[config.mk]
export PLATFORM = sky130hd
export DESIGN_NAME = camera_metering_top
export DESIGN_NICKNAME = d
export VERILOG_FILES = /design/src/source/camera_metering_pkg.sv /design/src/source/camera_metering_top.sv /design/src/source/exposure_stepper.sv /design/src/source/metering_config_regs.sv /design/src/source/window_brightness.sv
export SDC_FILE = /design/constraint.sdc
export NUM_CORES = 1
export LEC_CHECK = 0
export BUFFER_PORTS_ARGS = -buffer_cell sky130_fd_sc_hd__buf_4
export CAP_MARGIN = 30
export CORE_UTILIZATION = 55
export CTS_CLUSTER_DIAMETER = 100
export CTS_CLUSTER_SIZE = 20
export DETAILED_ROUTE_END_ITERATION = 6
export PLACE_DENSITY = 0.75
export SYNTH_ARGS = -nofsm -noshare
export SYNTH_HDL_FRONTEND = slang
export SYNTH_HIERARCHICAL = 1
export SYNTH_SLANG_ARGS = --single-unit
[constraint.sdc]
create_clock -name pixel_clock_in -period 5.3 [get_ports pixel_clock_in]
set_input_delay 0 -clock pixel_clock_in [delete_from_list [all_inputs] [get_ports pixel_clock_in]]
set_output_delay 0 -clock pixel_clock_in [all_outputs]
set_load 0.02 [all_outputs]
[src/source/camera_metering_pkg.sv]
/*
 * Shared widths, configuration register addresses and register reset values
 * for the auto-exposure metering path.
 */
`default_nettype none

package camera_metering_pkg;

    // Data path widths.
    localparam int unsigned PIXEL_WIDTH       = 10;
    localparam int unsigned AVERAGE_WIDTH     = 8;
    localparam int unsigned COORD_WIDTH       = 12;
    localparam int unsigned CFG_ADDRESS_WIDTH = 4;
    localparam int unsigned CFG_DATA_WIDTH    = 16;
    localparam int unsigned EXPOSURE_WIDTH    = 16;

    // Register map.
    localparam logic [CFG_ADDRESS_WIDTH-1:0] REG_X_WINDOW_START    = 4'd0;
    localparam logic [CFG_ADDRESS_WIDTH-1:0] REG_Y_WINDOW_START    = 4'd1;
    localparam logic [CFG_ADDRESS_WIDTH-1:0] REG_BRIGHTNESS_TARGET = 4'd2;
    localparam logic [CFG_ADDRESS_WIDTH-1:0] REG_DEADBAND          = 4'd3;
    localparam logic [CFG_ADDRESS_WIDTH-1:0] REG_EXPOSURE_STEP     = 4'd4;

    // Window origin after reset.
    localparam logic [COORD_WIDTH-1:0] RESET_X_WINDOW_START = 12'd82;
    localparam logic [COORD_WIDTH-1:0] RESET_Y_WINDOW_START = 12'd82;

    // Mid-scale brightness target with a modest deadband.
    localparam logic [AVERAGE_WIDTH-1:0] RESET_BRIGHTNESS_TARGET = 8'd128;
    localparam logic [AVERAGE_WIDTH-1:0] RESET_DEADBAND          = 8'd8;

    localparam logic [EXPOSURE_WIDTH-1:0] RESET_EXPOSURE_STEP = 16'd16;

endpackage

`default_nettype wire

[src/source/camera_metering_top.sv]
/*
 * Auto-exposure metering top level: register block, window statistics and
 * exposure stepper in the pixel clock domain.
 */
`timescale 1ns/1ps
`default_nettype none

module camera_metering_top #(
    parameter int unsigned WINDOW_SIZE_LOG2 = 4,
    parameter int unsigned EXPOSURE_MIN     = 16,
    parameter int unsigned EXPOSURE_MAX     = 4000,
    parameter int unsigned EXPOSURE_INITIAL = 1000
) (
    input  wire                                              pixel_clock_in,
    input  wire                                              arst_n,

    // Pixel stream.
    input  wire  [camera_metering_pkg::PIXEL_WIDTH-1:0]       pixel_red,
    input  wire  [camera_metering_pkg::PIXEL_WIDTH-1:0]       pixel_green,
    input  wire  [camera_metering_pkg::PIXEL_WIDTH-1:0]       pixel_blue,
    input  wire                                              line_valid,
    input  wire                                              frame_valid,

    // Configuration port.
    input  wire                                              cfg_write,
    input  wire  [camera_metering_pkg::CFG_ADDRESS_WIDTH-1:0] cfg_address,
    input  wire  [camera_metering_pkg::CFG_DATA_WIDTH-1:0]    cfg_write_data,
    output wire  [camera_metering_pkg::CFG_DATA_WIDTH-1:0]    cfg_read_data,

    // Statistics and exposure results.
    output wire  [camera_metering_pkg::AVERAGE_WIDTH-1:0]     red_average,
    output wire  [camera_metering_pkg::AVERAGE_WIDTH-1:0]     green_average,
    output wire  [camera_metering_pkg::AVERAGE_WIDTH-1:0]     blue_average,
    output wire                                              stats_valid,
    output wire  [camera_metering_pkg::EXPOSURE_WIDTH-1:0]    exposure_value,
    output wire                                              exposure_update
);

    import camera_metering_pkg::*;

    wire [COORD_WIDTH-1:0]    x_window_start;
    wire [COORD_WIDTH-1:0]    y_window_start;
    wire [AVERAGE_WIDTH-1:0]  brightness_target;
    wire [AVERAGE_WIDTH-1:0]  deadband;
    wire [EXPOSURE_WIDTH-1:0] exposure_step;

    metering_config_regs u_config_regs (
        .pixel_clock_in    (pixel_clock_in),
        .arst_n            (arst_n),
        .cfg_write         (cfg_write),
        .cfg_address       (cfg_address),
        .cfg_write_data    (cfg_write_data),
        .cfg_read_data     (cfg_read_data),
        .x_window_start    (x_window_start),
        .y_window_start    (y_window_start),
        .brightness_target (brightness_target),
        .deadband          (deadband),
        .exposure_step     (exposure_step)
    );

    window_brightness #(
        .WINDOW_SIZE_LOG2 (WINDOW_SIZE_LOG2)
    ) u_window_brightness (
        .pixel_clock_in (pixel_clock_in),
        .arst_n         (arst_n),
        .pixel_red      (pixel_red),
        .pixel_green    (pixel_green),
        .pixel_blue     (pixel_blue),
        .line_valid     (line_valid),
        .frame_valid    (frame_valid),
        .x_window_start (x_window_start),
        .y_window_start (y_window_start),
        .red_average    (red_average),
        .green_average  (green_average),
        .blue_average   (blue_average),
        .stats_valid    (stats_valid)
    );

    // Steps once per frame, one cycle after the statistics land.
    exposure_stepper #(
        .EXPOSURE_MIN     (EXPOSURE_MIN),
        .EXPOSURE_MAX     (EXPOSURE_MAX),
        .EXPOSURE_INITIAL (EXPOSURE_INITIAL)
    ) u_exposure_stepper (
        .pixel_clock_in    (pixel_clock_in),
        .arst_n            (arst_n),
        .red_average       (red_average),
        .green_average     (green_average),
        .blue_average      (blue_average),
        .stats_valid       (stats_valid),
        .brightness_target (brightness_target),
        .deadband          (deadband),
        .exposure_step     (exposure_step),
        .exposure_value    (exposure_value),
        .exposure_update   (exposure_update)
    );

endmodule

`default_nettype wire

[src/source/exposure_stepper.sv]
/*
 * Luma estimate from channel averages and a clamped up/down exposure step.
 */
`timescale 1ns/1ps
`default_nettype none

module exposure_stepper #(
    parameter int unsigned EXPOSURE_MIN     = 16,
    parameter int unsigned EXPOSURE_MAX     = 4000,
    parameter int unsigned EXPOSURE_INITIAL = 1000
) (
    input  wire                                           pixel_clock_in,
    input  wire                                           arst_n,

    // Frame statistics.
    input  wire  [camera_metering_pkg::AVERAGE_WIDTH-1:0]  red_average,
    input  wire  [camera_metering_pkg::AVERAGE_WIDTH-1:0]  green_average,
    input  wire  [camera_metering_pkg::AVERAGE_WIDTH-1:0]  blue_average,
    input  wire                                           stats_valid,

    // Loop settings.
    input  wire  [camera_metering_pkg::AVERAGE_WIDTH-1:0]  brightness_target,
    input  wire  [camera_metering_pkg::AVERAGE_WIDTH-1:0]  deadband,
    input  wire  [camera_metering_pkg::EXPOSURE_WIDTH-1:0] exposure_step,

    output logic [camera_metering_pkg::EXPOSURE_WIDTH-1:0] exposure_value,
    output logic                                          exposure_update
);

    import camera_metering_pkg::*;

    localparam logic [EXPOSURE_WIDTH:0]   MIN_LIMIT     = (EXPOSURE_WIDTH + 1)'(EXPOSURE_MIN);
    localparam logic [EXPOSURE_WIDTH:0]   MAX_LIMIT     = (EXPOSURE_WIDTH + 1)'(EXPOSURE_MAX);
    localparam logic [EXPOSURE_WIDTH-1:0] INITIAL_VALUE = EXPOSURE_WIDTH'(EXPOSURE_INITIAL);

    logic [AVERAGE_WIDTH+1:0]  luma_total;
    logic [AVERAGE_WIDTH-1:0]  luma;
    logic [AVERAGE_WIDTH:0]    luma_plus_deadband;
    logic [AVERAGE_WIDTH:0]    target_plus_deadband;
    logic                      too_dark;
    logic                      too_bright;

    logic [EXPOSURE_WIDTH:0]   raised_exposure;
    logic [EXPOSURE_WIDTH:0]   lower_limit;
    logic [EXPOSURE_WIDTH-1:0] next_exposure;

    // Luma as (R + 2G + B) / 4 with truncation.
    assign luma_total = {2'b00, red_average}
                      + {1'b0, green_average, 1'b0}
                      + {2'b00, blue_average};
    assign luma       = luma_total[AVERAGE_WIDTH+1:2];

    // Band compare, widened by one bit so the sums never wrap.
    assign luma_plus_deadband   = {1'b0, luma} + {1'b0, deadband};
    assign target_plus_deadband = {1'b0, brightness_target} + {1'b0, deadband};
    assign too_dark   = luma_plus_deadband < {1'b0, brightness_target};
    assign too_bright = {1'b0, luma} > target_plus_deadband;

    assign raised_exposure = {1'b0, exposure_value} + {1'b0, exposure_step};
    // Below this value a full step would cross the floor.
    assign lower_limit     = {1'b0, exposure_step} + MIN_LIMIT;

    always_comb begin
        next_exposure = exposure_value;
        if (too_dark) begin
            if (raised_exposure > MAX_LIMIT) begin
                next_exposure = MAX_LIMIT[EXPOSURE_WIDTH-1:0];
            end else begin
                next_exposure = raised_exposure[EXPOSURE_WIDTH-1:0];
            end
        end else if (too_bright) begin
            if ({1'b0, exposure_value} < lower_limit) begin
                next_exposure = MIN_LIMIT[EXPOSURE_WIDTH-1:0];
            end else begin
                next_exposure = exposure_value - exposure_step;
            end
        end
    end

    // The update pulse follows every statistics pulse, even when the value holds.
    always_ff @(posedge pixel_clock_in or negedge arst_n) begin
        if (!arst_n) begin
            exposure_value  <= INITIAL_VALUE;
            exposure_update <= 1'b0;
        end else begin
            exposure_update <= stats_valid;
            if (stats_valid) begin
                exposure_value <= next_exposure;
            end
        end
    end

endmodule

`default_nettype wire

[src/source/metering_config_regs.sv]
/*
 * Metering configuration registers with write decode and readback mux.
 */
`timescale 1ns/1ps
`default_nettype none

module metering_config_regs (
    input  wire                                              pixel_clock_in,
    input  wire                                              arst_n,

    // Register port.
    input  wire                                              cfg_write,
    input  wire  [camera_metering_pkg::CFG_ADDRESS_WIDTH-1:0] cfg_address,
    input  wire  [camera_metering_pkg::CFG_DATA_WIDTH-1:0]    cfg_write_data,
    output logic [camera_metering_pkg::CFG_DATA_WIDTH-1:0]    cfg_read_data,

    // Window origin for the statistics block.
    output logic [camera_metering_pkg::COORD_WIDTH-1:0]       x_window_start,
    output logic [camera_metering_pkg::COORD_WIDTH-1:0]       y_window_start,

    // Control loop settings for the exposure stepper.
    output logic [camera_metering_pkg::AVERAGE_WIDTH-1:0]     brightness_target,
    output logic [camera_metering_pkg::AVERAGE_WIDTH-1:0]     deadband,
    output logic [camera_metering_pkg::EXPOSURE_WIDTH-1:0]    exposure_step
);

    import camera_metering_pkg::*;

    logic write_x_window_start;
    logic write_y_window_start;
    logic write_brightness_target;
    logic write_deadband;
    logic write_exposure_step;

    // Address decode for the write strobes.
    assign write_x_window_start    = cfg_write && (cfg_address == REG_X_WINDOW_START);
    assign write_y_window_start    = cfg_write && (cfg_address == REG_Y_WINDOW_START);
    assign write_brightness_target = cfg_write && (cfg_address == REG_BRIGHTNESS_TARGET);
    assign write_deadband          = cfg_write && (cfg_address == REG_DEADBAND);
    assign write_exposure_step     = cfg_write && (cfg_address == REG_EXPOSURE_STEP);

    // Each register keeps the low bits of the written word.
    always_ff @(posedge pixel_clock_in or negedge arst_n) begin
        if (!arst_n) begin
            x_window_start    <= RESET_X_WINDOW_START;
            y_window_start    <= RESET_Y_WINDOW_START;
            brightness_target <= RESET_BRIGHTNESS_TARGET;
            deadband          <= RESET_DEADBAND;
            exposure_step     <= RESET_EXPOSURE_STEP;
        end else begin
            if (write_x_window_start) begin
                x_window_start <= cfg_write_data[COORD_WIDTH-1:0];
            end
            if (write_y_window_start) begin
                y_window_start <= cfg_write_data[COORD_WIDTH-1:0];
            end
            if (write_brightness_target) begin
                brightness_target <= cfg_write_data[AVERAGE_WIDTH-1:0];
            end
            if (write_deadband) begin
                deadband <= cfg_write_data[AVERAGE_WIDTH-1:0];
            end
            if (write_exposure_step) begin
                exposure_step <= cfg_write_data[EXPOSURE_WIDTH-1:0];
            end
        end
    end

    // Readback is zero-extended, unmapped addresses return zero.
    always_comb begin
        case (cfg_address)
            REG_X_WINDOW_START: begin
                cfg_read_data = CFG_DATA_WIDTH'(x_window_start);
            end
            REG_Y_WINDOW_START: begin
                cfg_read_data = CFG_DATA_WIDTH'(y_window_start);
            end
            REG_BRIGHTNESS_TARGET: begin
                cfg_read_data = CFG_DATA_WIDTH'(brightness_target);
            end
            REG_DEADBAND: begin
                cfg_read_data = CFG_DATA_WIDTH'(deadband);
            end
            REG_EXPOSURE_STEP: begin
                cfg_read_data = CFG_DATA_WIDTH'(exposure_step);
            end
            default: begin
                cfg_read_data = '0;
            end
        endcase
    end

endmodule

`default_nettype wire

[src/source/window_brightness.sv]
/*
 * Windowed RGB statistics: pixel and line counters, per-channel sums over a
 * square window and channel averages published at frame end.
 */
`timescale 1ns/1ps
`default_nettype none

module window_brightness #(
    parameter int unsigned WINDOW_SIZE_LOG2 = 4
) (
    input  wire                                          pixel_clock_in,
    input  wire                                          arst_n,

    // Raw pixel stream.
    input  wire  [camera_metering_pkg::PIXEL_WIDTH-1:0]   pixel_red,
    input  wire  [camera_metering_pkg::PIXEL_WIDTH-1:0]   pixel_green,
    input  wire  [camera_metering_pkg::PIXEL_WIDTH-1:0]   pixel_blue,
    input  wire                                          line_valid,
    input  wire                                          frame_valid,

    // Window origin.
    input  wire  [camera_metering_pkg::COORD_WIDTH-1:0]   x_window_start,
    input  wire  [camera_metering_pkg::COORD_WIDTH-1:0]   y_window_start,

    // Published statistics.
    output logic [camera_metering_pkg::AVERAGE_WIDTH-1:0] red_average,
    output logic [camera_metering_pkg::AVERAGE_WIDTH-1:0] green_average,
    output logic [camera_metering_pkg::AVERAGE_WIDTH-1:0] blue_average,
    output logic                                         stats_valid
);

    import camera_metering_pkg::*;

    localparam int unsigned WINDOW_SIZE   = 1 << WINDOW_SIZE_LOG2;
    // Wide enough for a full window of full-scale samples.
    localparam int unsigned SUM_WIDTH     = PIXEL_WIDTH + 2 * WINDOW_SIZE_LOG2;
    // Divide by the window area and by 4 to go from 10 to 8 bits.
    localparam int unsigned AVERAGE_SHIFT = 2 * WINDOW_SIZE_LOG2 + 2;

    logic [COORD_WIDTH-1:0] x_count;
    logic [COORD_WIDTH-1:0] y_count;
    logic                   previous_line_valid;
    logic                   previous_frame_valid;
    logic                   pixel_valid;
    logic                   frame_end;

    logic [COORD_WIDTH:0]   x_window_end;
    logic [COORD_WIDTH:0]   y_window_end;
    logic                   inside_window;

    logic [SUM_WIDTH-1:0]   red_sum;
    logic [SUM_WIDTH-1:0]   green_sum;
    logic [SUM_WIDTH-1:0]   blue_sum;

    assign pixel_valid = line_valid && frame_valid;
    assign frame_end   = previous_frame_valid && !frame_valid;

    // One extra bit so a window near the counter limit does not wrap.
    assign x_window_end = {1'b0, x_window_start} + (COORD_WIDTH + 1)'(WINDOW_SIZE);
    assign y_window_end = {1'b0, y_window_start} + (COORD_WIDTH + 1)'(WINDOW_SIZE);

    assign inside_window = pixel_valid
                        && (x_count >= x_window_start)
                        && ({1'b0, x_count} < x_window_end)
                        && (y_count >= y_window_start)
                        && ({1'b0, y_count} < y_window_end);

    // Position counters, x follows the pixels, y follows line ends.
    always_ff @(posedge pixel_clock_in or negedge arst_n) begin
        if (!arst_n) begin
            x_count             <= '0;
            y_count             <= '0;
            previous_line_valid <= 1'b0;
        end else if (!frame_valid) begin
            x_count             <= '0;
            y_count             <= '0;
            previous_line_valid <= 1'b0;
        end else begin
            previous_line_valid <= line_valid;
            if (line_valid) begin
                x_count <= x_count + 1'b1;
            end else begin
                x_count <= '0;
                if (previous_line_valid) begin
                    y_count <= y_count + 1'b1;
                end
            end
        end
    end

    // Channel sums restart with every frame.
    always_ff @(posedge pixel_clock_in or negedge arst_n) begin
        if (!arst_n) begin
            red_sum   <= '0;
            green_sum <= '0;
            blue_sum  <= '0;
        end else if (!frame_valid) begin
            red_sum   <= '0;
            green_sum <= '0;
            blue_sum  <= '0;
        end else if (inside_window) begin
            red_sum   <= red_sum + pixel_red;
            green_sum <= green_sum + pixel_green;
            blue_sum  <= blue_sum + pixel_blue;
        end
    end

    // The sums still hold the finished frame on the edge that sees frame_valid drop.
    always_ff @(posedge pixel_clock_in or negedge arst_n) begin
        if (!arst_n) begin
            previous_frame_valid <= 1'b0;
            stats_valid          <= 1'b0;
            red_average          <= '0;
            green_average        <= '0;
            blue_average         <= '0;
        end else begin
            previous_frame_valid <= frame_valid;
            stats_valid          <= frame_end;
            if (frame_end) begin
                red_average   <= red_sum[AVERAGE_SHIFT +: AVERAGE_WIDTH];
                green_average <= green_sum[AVERAGE_SHIFT +: AVERAGE_WIDTH];
                blue_average  <= blue_sum[AVERAGE_SHIFT +: AVERAGE_WIDTH];
            end
        end
    end

endmodule

`default_nettype wire

==> results_dict.tcl <==
set metrics [dict create \
    power.leakage_uw 0.00763 \
    clk_latency_ns 0.44 \
    ys_seq_area_frac 0.320 \
    path_clk_slew_ns 0.07 \
    synth_edf_count 0 \
    crit_chain "inv_1 > fa_1 > nand3b_1 > fa_1 > nor2b_1 > o21ai_0 > nand2b_1 > a21oi_1 > nor2b_1 > nor2_1 > xnor2_1 > ha_1 > a21o_1 > a31oi_1 > xnor2_1 > ha_1 > o21ai_0 > a21oi_1 > or3_1 > and2_2 > a221o_1" \
    antenna_left 0 \
    grt_pass1_vias 11200 \
    antenna_found_initial 0 \
    wl_per_cell_um 18.1 \
    period_share 0.931 \
    ys_warn_count 6 \
    initial_core_util 0.559 \
    max_stage_delay_ns 0.46 \
    critical_path_depth 21 \
    route.detailed.drc 2 \
    grt-ovfl-total 0 \
    grtUsageTotal 0.270 \
    synthesis.nets 1676 \
    cts_root_buf "clkbuf_16" \
    switching_share 0.396 \
    die_h_um 162 \
    critPathMaxFanout 17 \
    setup_tns_ns 0 \
    tightest_slew_ns 1.11 \
    critPathKind "flop to flop" \
    syn_area_um2 14000 \
    fp-row-count 58 \
    outcome "finished, violations left" \
    p_int_uw 3150 \
    io_pins 113 \
    die_area_um2 26100 \
    dr.pass1.iters 7 \
    grt_pass1_wl_um 56300 \
    pwr-share-clk 0.236 \
    netSwitchingPower_uw 2070 \
    antenna_cells 0 \
    crit_buf_inv 1 \
    synth-main-ff-cell "dfrtp_1" \
    finalHoldViolCount 0 \
    drive_gt1_frac 0.176 \
    worstPathRequired_ns 5.62 \
    drv_cap 0 \
    ys_types 93 \
    timing.slew.headroom 0.259 \
    p_comb_frac 0.423 \
    grt_max_degree 76 \
    synth-seq-cells 178 \
    power_density_nw_per_um2 328 \
    max_clock_freq_mhz 203 \
    violations "design-rule violations" \
    fp.coreArea_um2 25000 \
    portBuffers 112 \
    cp_top_family "adder cells" \
    rsz0062_at_grt "false" \
    cts.sinks 178 \
    crit_path_start_kind "flop" \
    layout_min_cycle_time_ns 4.94 \
    ir_worst_vdd_v 0.000305 \
    h-tree-depth 4 \
    vias 11600 \
    gp_congestion 0.916 \
    area_delta_synth_final_pct 13.6 \
    final_util 0.635 \
    async_flop_share 1.00 \
    dp_hpwl_um 25700 \
    min_path_type "primary input to flop" \
    crit_slowest_cell "fa_1" \
    drt_iter0_markers 806 \
    nets 1792 \
    fp.dieW_um 162 \
    r2r_cells 21 \
    cts_buffers 17 \
    fin_worst_skew_ns 0.0128 \
    clk_path_buf_depth 2 \
    wl_um 34600 \
    drv_slew 0 \
    crit_arrival_ns 5.25 \
    seqPwrFrac 0.341 \
    netlist_instances 1449 \
    syn_avg_cell_area_um2 9.66 \
    critPathCaptureType "flop" \
    cts_tree "yes" \
    finalSetupViolations 0 \
    worst_hold_path.num_cells 4 \
    vias_per_cell 6.06 \
]
-- tightest hold or removal path: cells and delay by family --
family / cells / cell delay, ns
buf+inv: 2 / 0.19
fa+ha+maj: 1 / 0.16
mux: 1 / 0.07
-- flip-flops by register name, indices dropped and copies added (netlist names), 12 cells and up --
register / count
u_config_regs/exposure_step: 16
u_config_regs/x_window_start: 12
u_config_regs/y_window_start: 12
u_exposure_stepper/exposure_value: 16
u_window_brightness/blue_sum: 18
u_window_brightness/green_sum: 18
u_window_brightness/red_sum: 18
u_window_brightness/x_count: 12
u_window_brightness/y_count: 12
-- what timing repair did --
action,CTS,global route
endpoints found under the hold margin,133,0
endpoints found under the setup margin,0,3
setup buffers,0,0
hold buffers,24,0
resized for setup,0,1
-- layer usage --
layer  global-route usage  part of all wire
met2                0.438              0.47
met3               0.0398             0.051
met1                0.368              0.45
met5                    0                 0
met4               0.0931             0.027
-- final cells by class --
class	instances	area [µm²]
well taps	330	413
clock inverters	12	108
flip-flops and latches	178	4470
multi-input cells	1121	8900
fillers	2077	9130
clock buffers	20	457
repair buffers	144	1160
inverters	103	387
-- stage by stage --
| step | instance area [µm²] | total power, µW | hold WS (ns) | setup WS, ns | std cells |
|---|---|---|---|---|---|
| 2_1_floorplan | 14000 | 3310 | -0.296 | 0.193 | 1449 |
| 3_3_place_gp | 15100 | 3890 | 0.0855 | 0.431 | 1851 |
| 3_5_place_dp | 15100 | 3940 | 0.0874 | 0.315 | 1852 |
| 4_1_cts | 15900 | 5200 | 0.00247 | 0.287 | 1908 |
| 5_1_grt | 15900 | 5530 | 0.00893 | 0.0691 | 1908 |
| 6_report | 15900 | 5220 | 0.0144 | 0.364 | 1908 |
-- logic make-up (layout without fill, tap and decap cells) --
logic type               count (synthesis)  in the layout  share of synthesized area
flip-flops                             178            178                      0.320
XOR/XNOR                                97             97                     0.0607
adder cells (fa/ha/maj)                172            172                      0.162
buffers and inverters                  150            279                     0.0459
multiplexers                           115            115                     0.0894
AND/OR/NAND/NOR                        408            408                      0.155
AO/OA/AOI/OAI                          329            329                      0.167
-- final timing paths --
| kind | endpoint | from | slack, ns |
|---|---|---|---|
| setup reg to reg | u_exposure_stepper/exposure_value[11]$_DFFE_PN0P_ | u_window_brightness/red_average[1]$_DFFE_PN0P_ | 0.36 |
| max in group asynchronous | u_window_brightness/blue_sum[6]$_DFFE_PN0P_ | arst_n | 3.83 |
| hold / removal | u_window_brightness/blue_sum[1]$_DFFE_PN0P_ | pixel_blue[1] | 0.01 |
| hold reg to reg | u_exposure_stepper/exposure_update$_DFF_PN0_ | u_window_brightness/stats_valid$_DFF_PN0_ | 0.43 |
| min in group asynchronous | u_exposure_stepper/exposure_value[4]$_DFFE_PN0P_ | arst_n | 0.18 |
| setup / recovery | u_exposure_stepper/exposure_value[11]$_DFFE_PN0P_ | u_window_brightness/red_average[1]$_DFFE_PN0P_ | 0.36 |
-- synthesized netlist by cell type (13+ instances only) --
| cell type | instances | area (µm²) |
|---|---|---|
| nor2b_1 | 20 | 125 |
| nor2_1 | 63 | 236 |
| nor4_1 | 14 | 87.6 |
| mux2i_1 | 35 | 350 |
| inv_1 | 103 | 387 |
| a221o_1 | 14 | 140 |
| mux2_2 | 70 | 788 |
| buf_2 | 14 | 70.1 |
| a211oi_1 | 14 | 105 |
| nand3_1 | 43 | 215 |
| ha_1 | 157 | 1960 |
| a31oi_1 | 15 | 93.8 |
| o21ai_0 | 76 | 380 |
| or3_1 | 14 | 87.6 |
| xnor2_1 | 68 | 596 |
| nand2b_1 | 15 | 93.8 |
| dfstp_2 | 15 | 394 |
| and3_1 | 17 | 106 |
| clkbuf_1 | 19 | 71.3 |
| a21o_1 | 27 | 203 |
| fa_1 | 15 | 300 |
| dfrtp_1 | 163 | 4080 |
| a21oi_1 | 67 | 335 |
| nand4_1 | 15 | 93.8 |
| nor4b_1 | 13 | 114 |
| xor2_1 | 29 | 254 |
| nor3_1 | 37 | 185 |
| nand2_1 | 104 | 390 |
-- cells in the final DEF (no fill, tap or decap), types with 20 or more instances in the layout --
master and instances:
nand3_1 43, inv_1 103, mux2_2 70, nor2_1 62, a21o_1 27, nor2b_1 20
o21ai_0 76, nand2_1 104, mux2i_1 35, nor3_1 37, dlygate4sd3_1 24, ha_1 157
xor2_1 29, buf_4 118, xnor2_1 68, dfrtp_1 163, a21oi_1 67
-- power by group through the flow --
stage / Combinational (µW) / Clock [µW] / Sequential, µW
final: 2210 / 1230 / 1780
after global routing: 2420 / 1310 / 1800
after CTS: 2180 / 1250 / 1770
after detailed placement: 2140 / 0 / 1800
after global placement: 2100 / 0 / 1790
after floorplan: 1560 / 0 / 1750
Note: power is estimated with default switching activity, not from simulation.
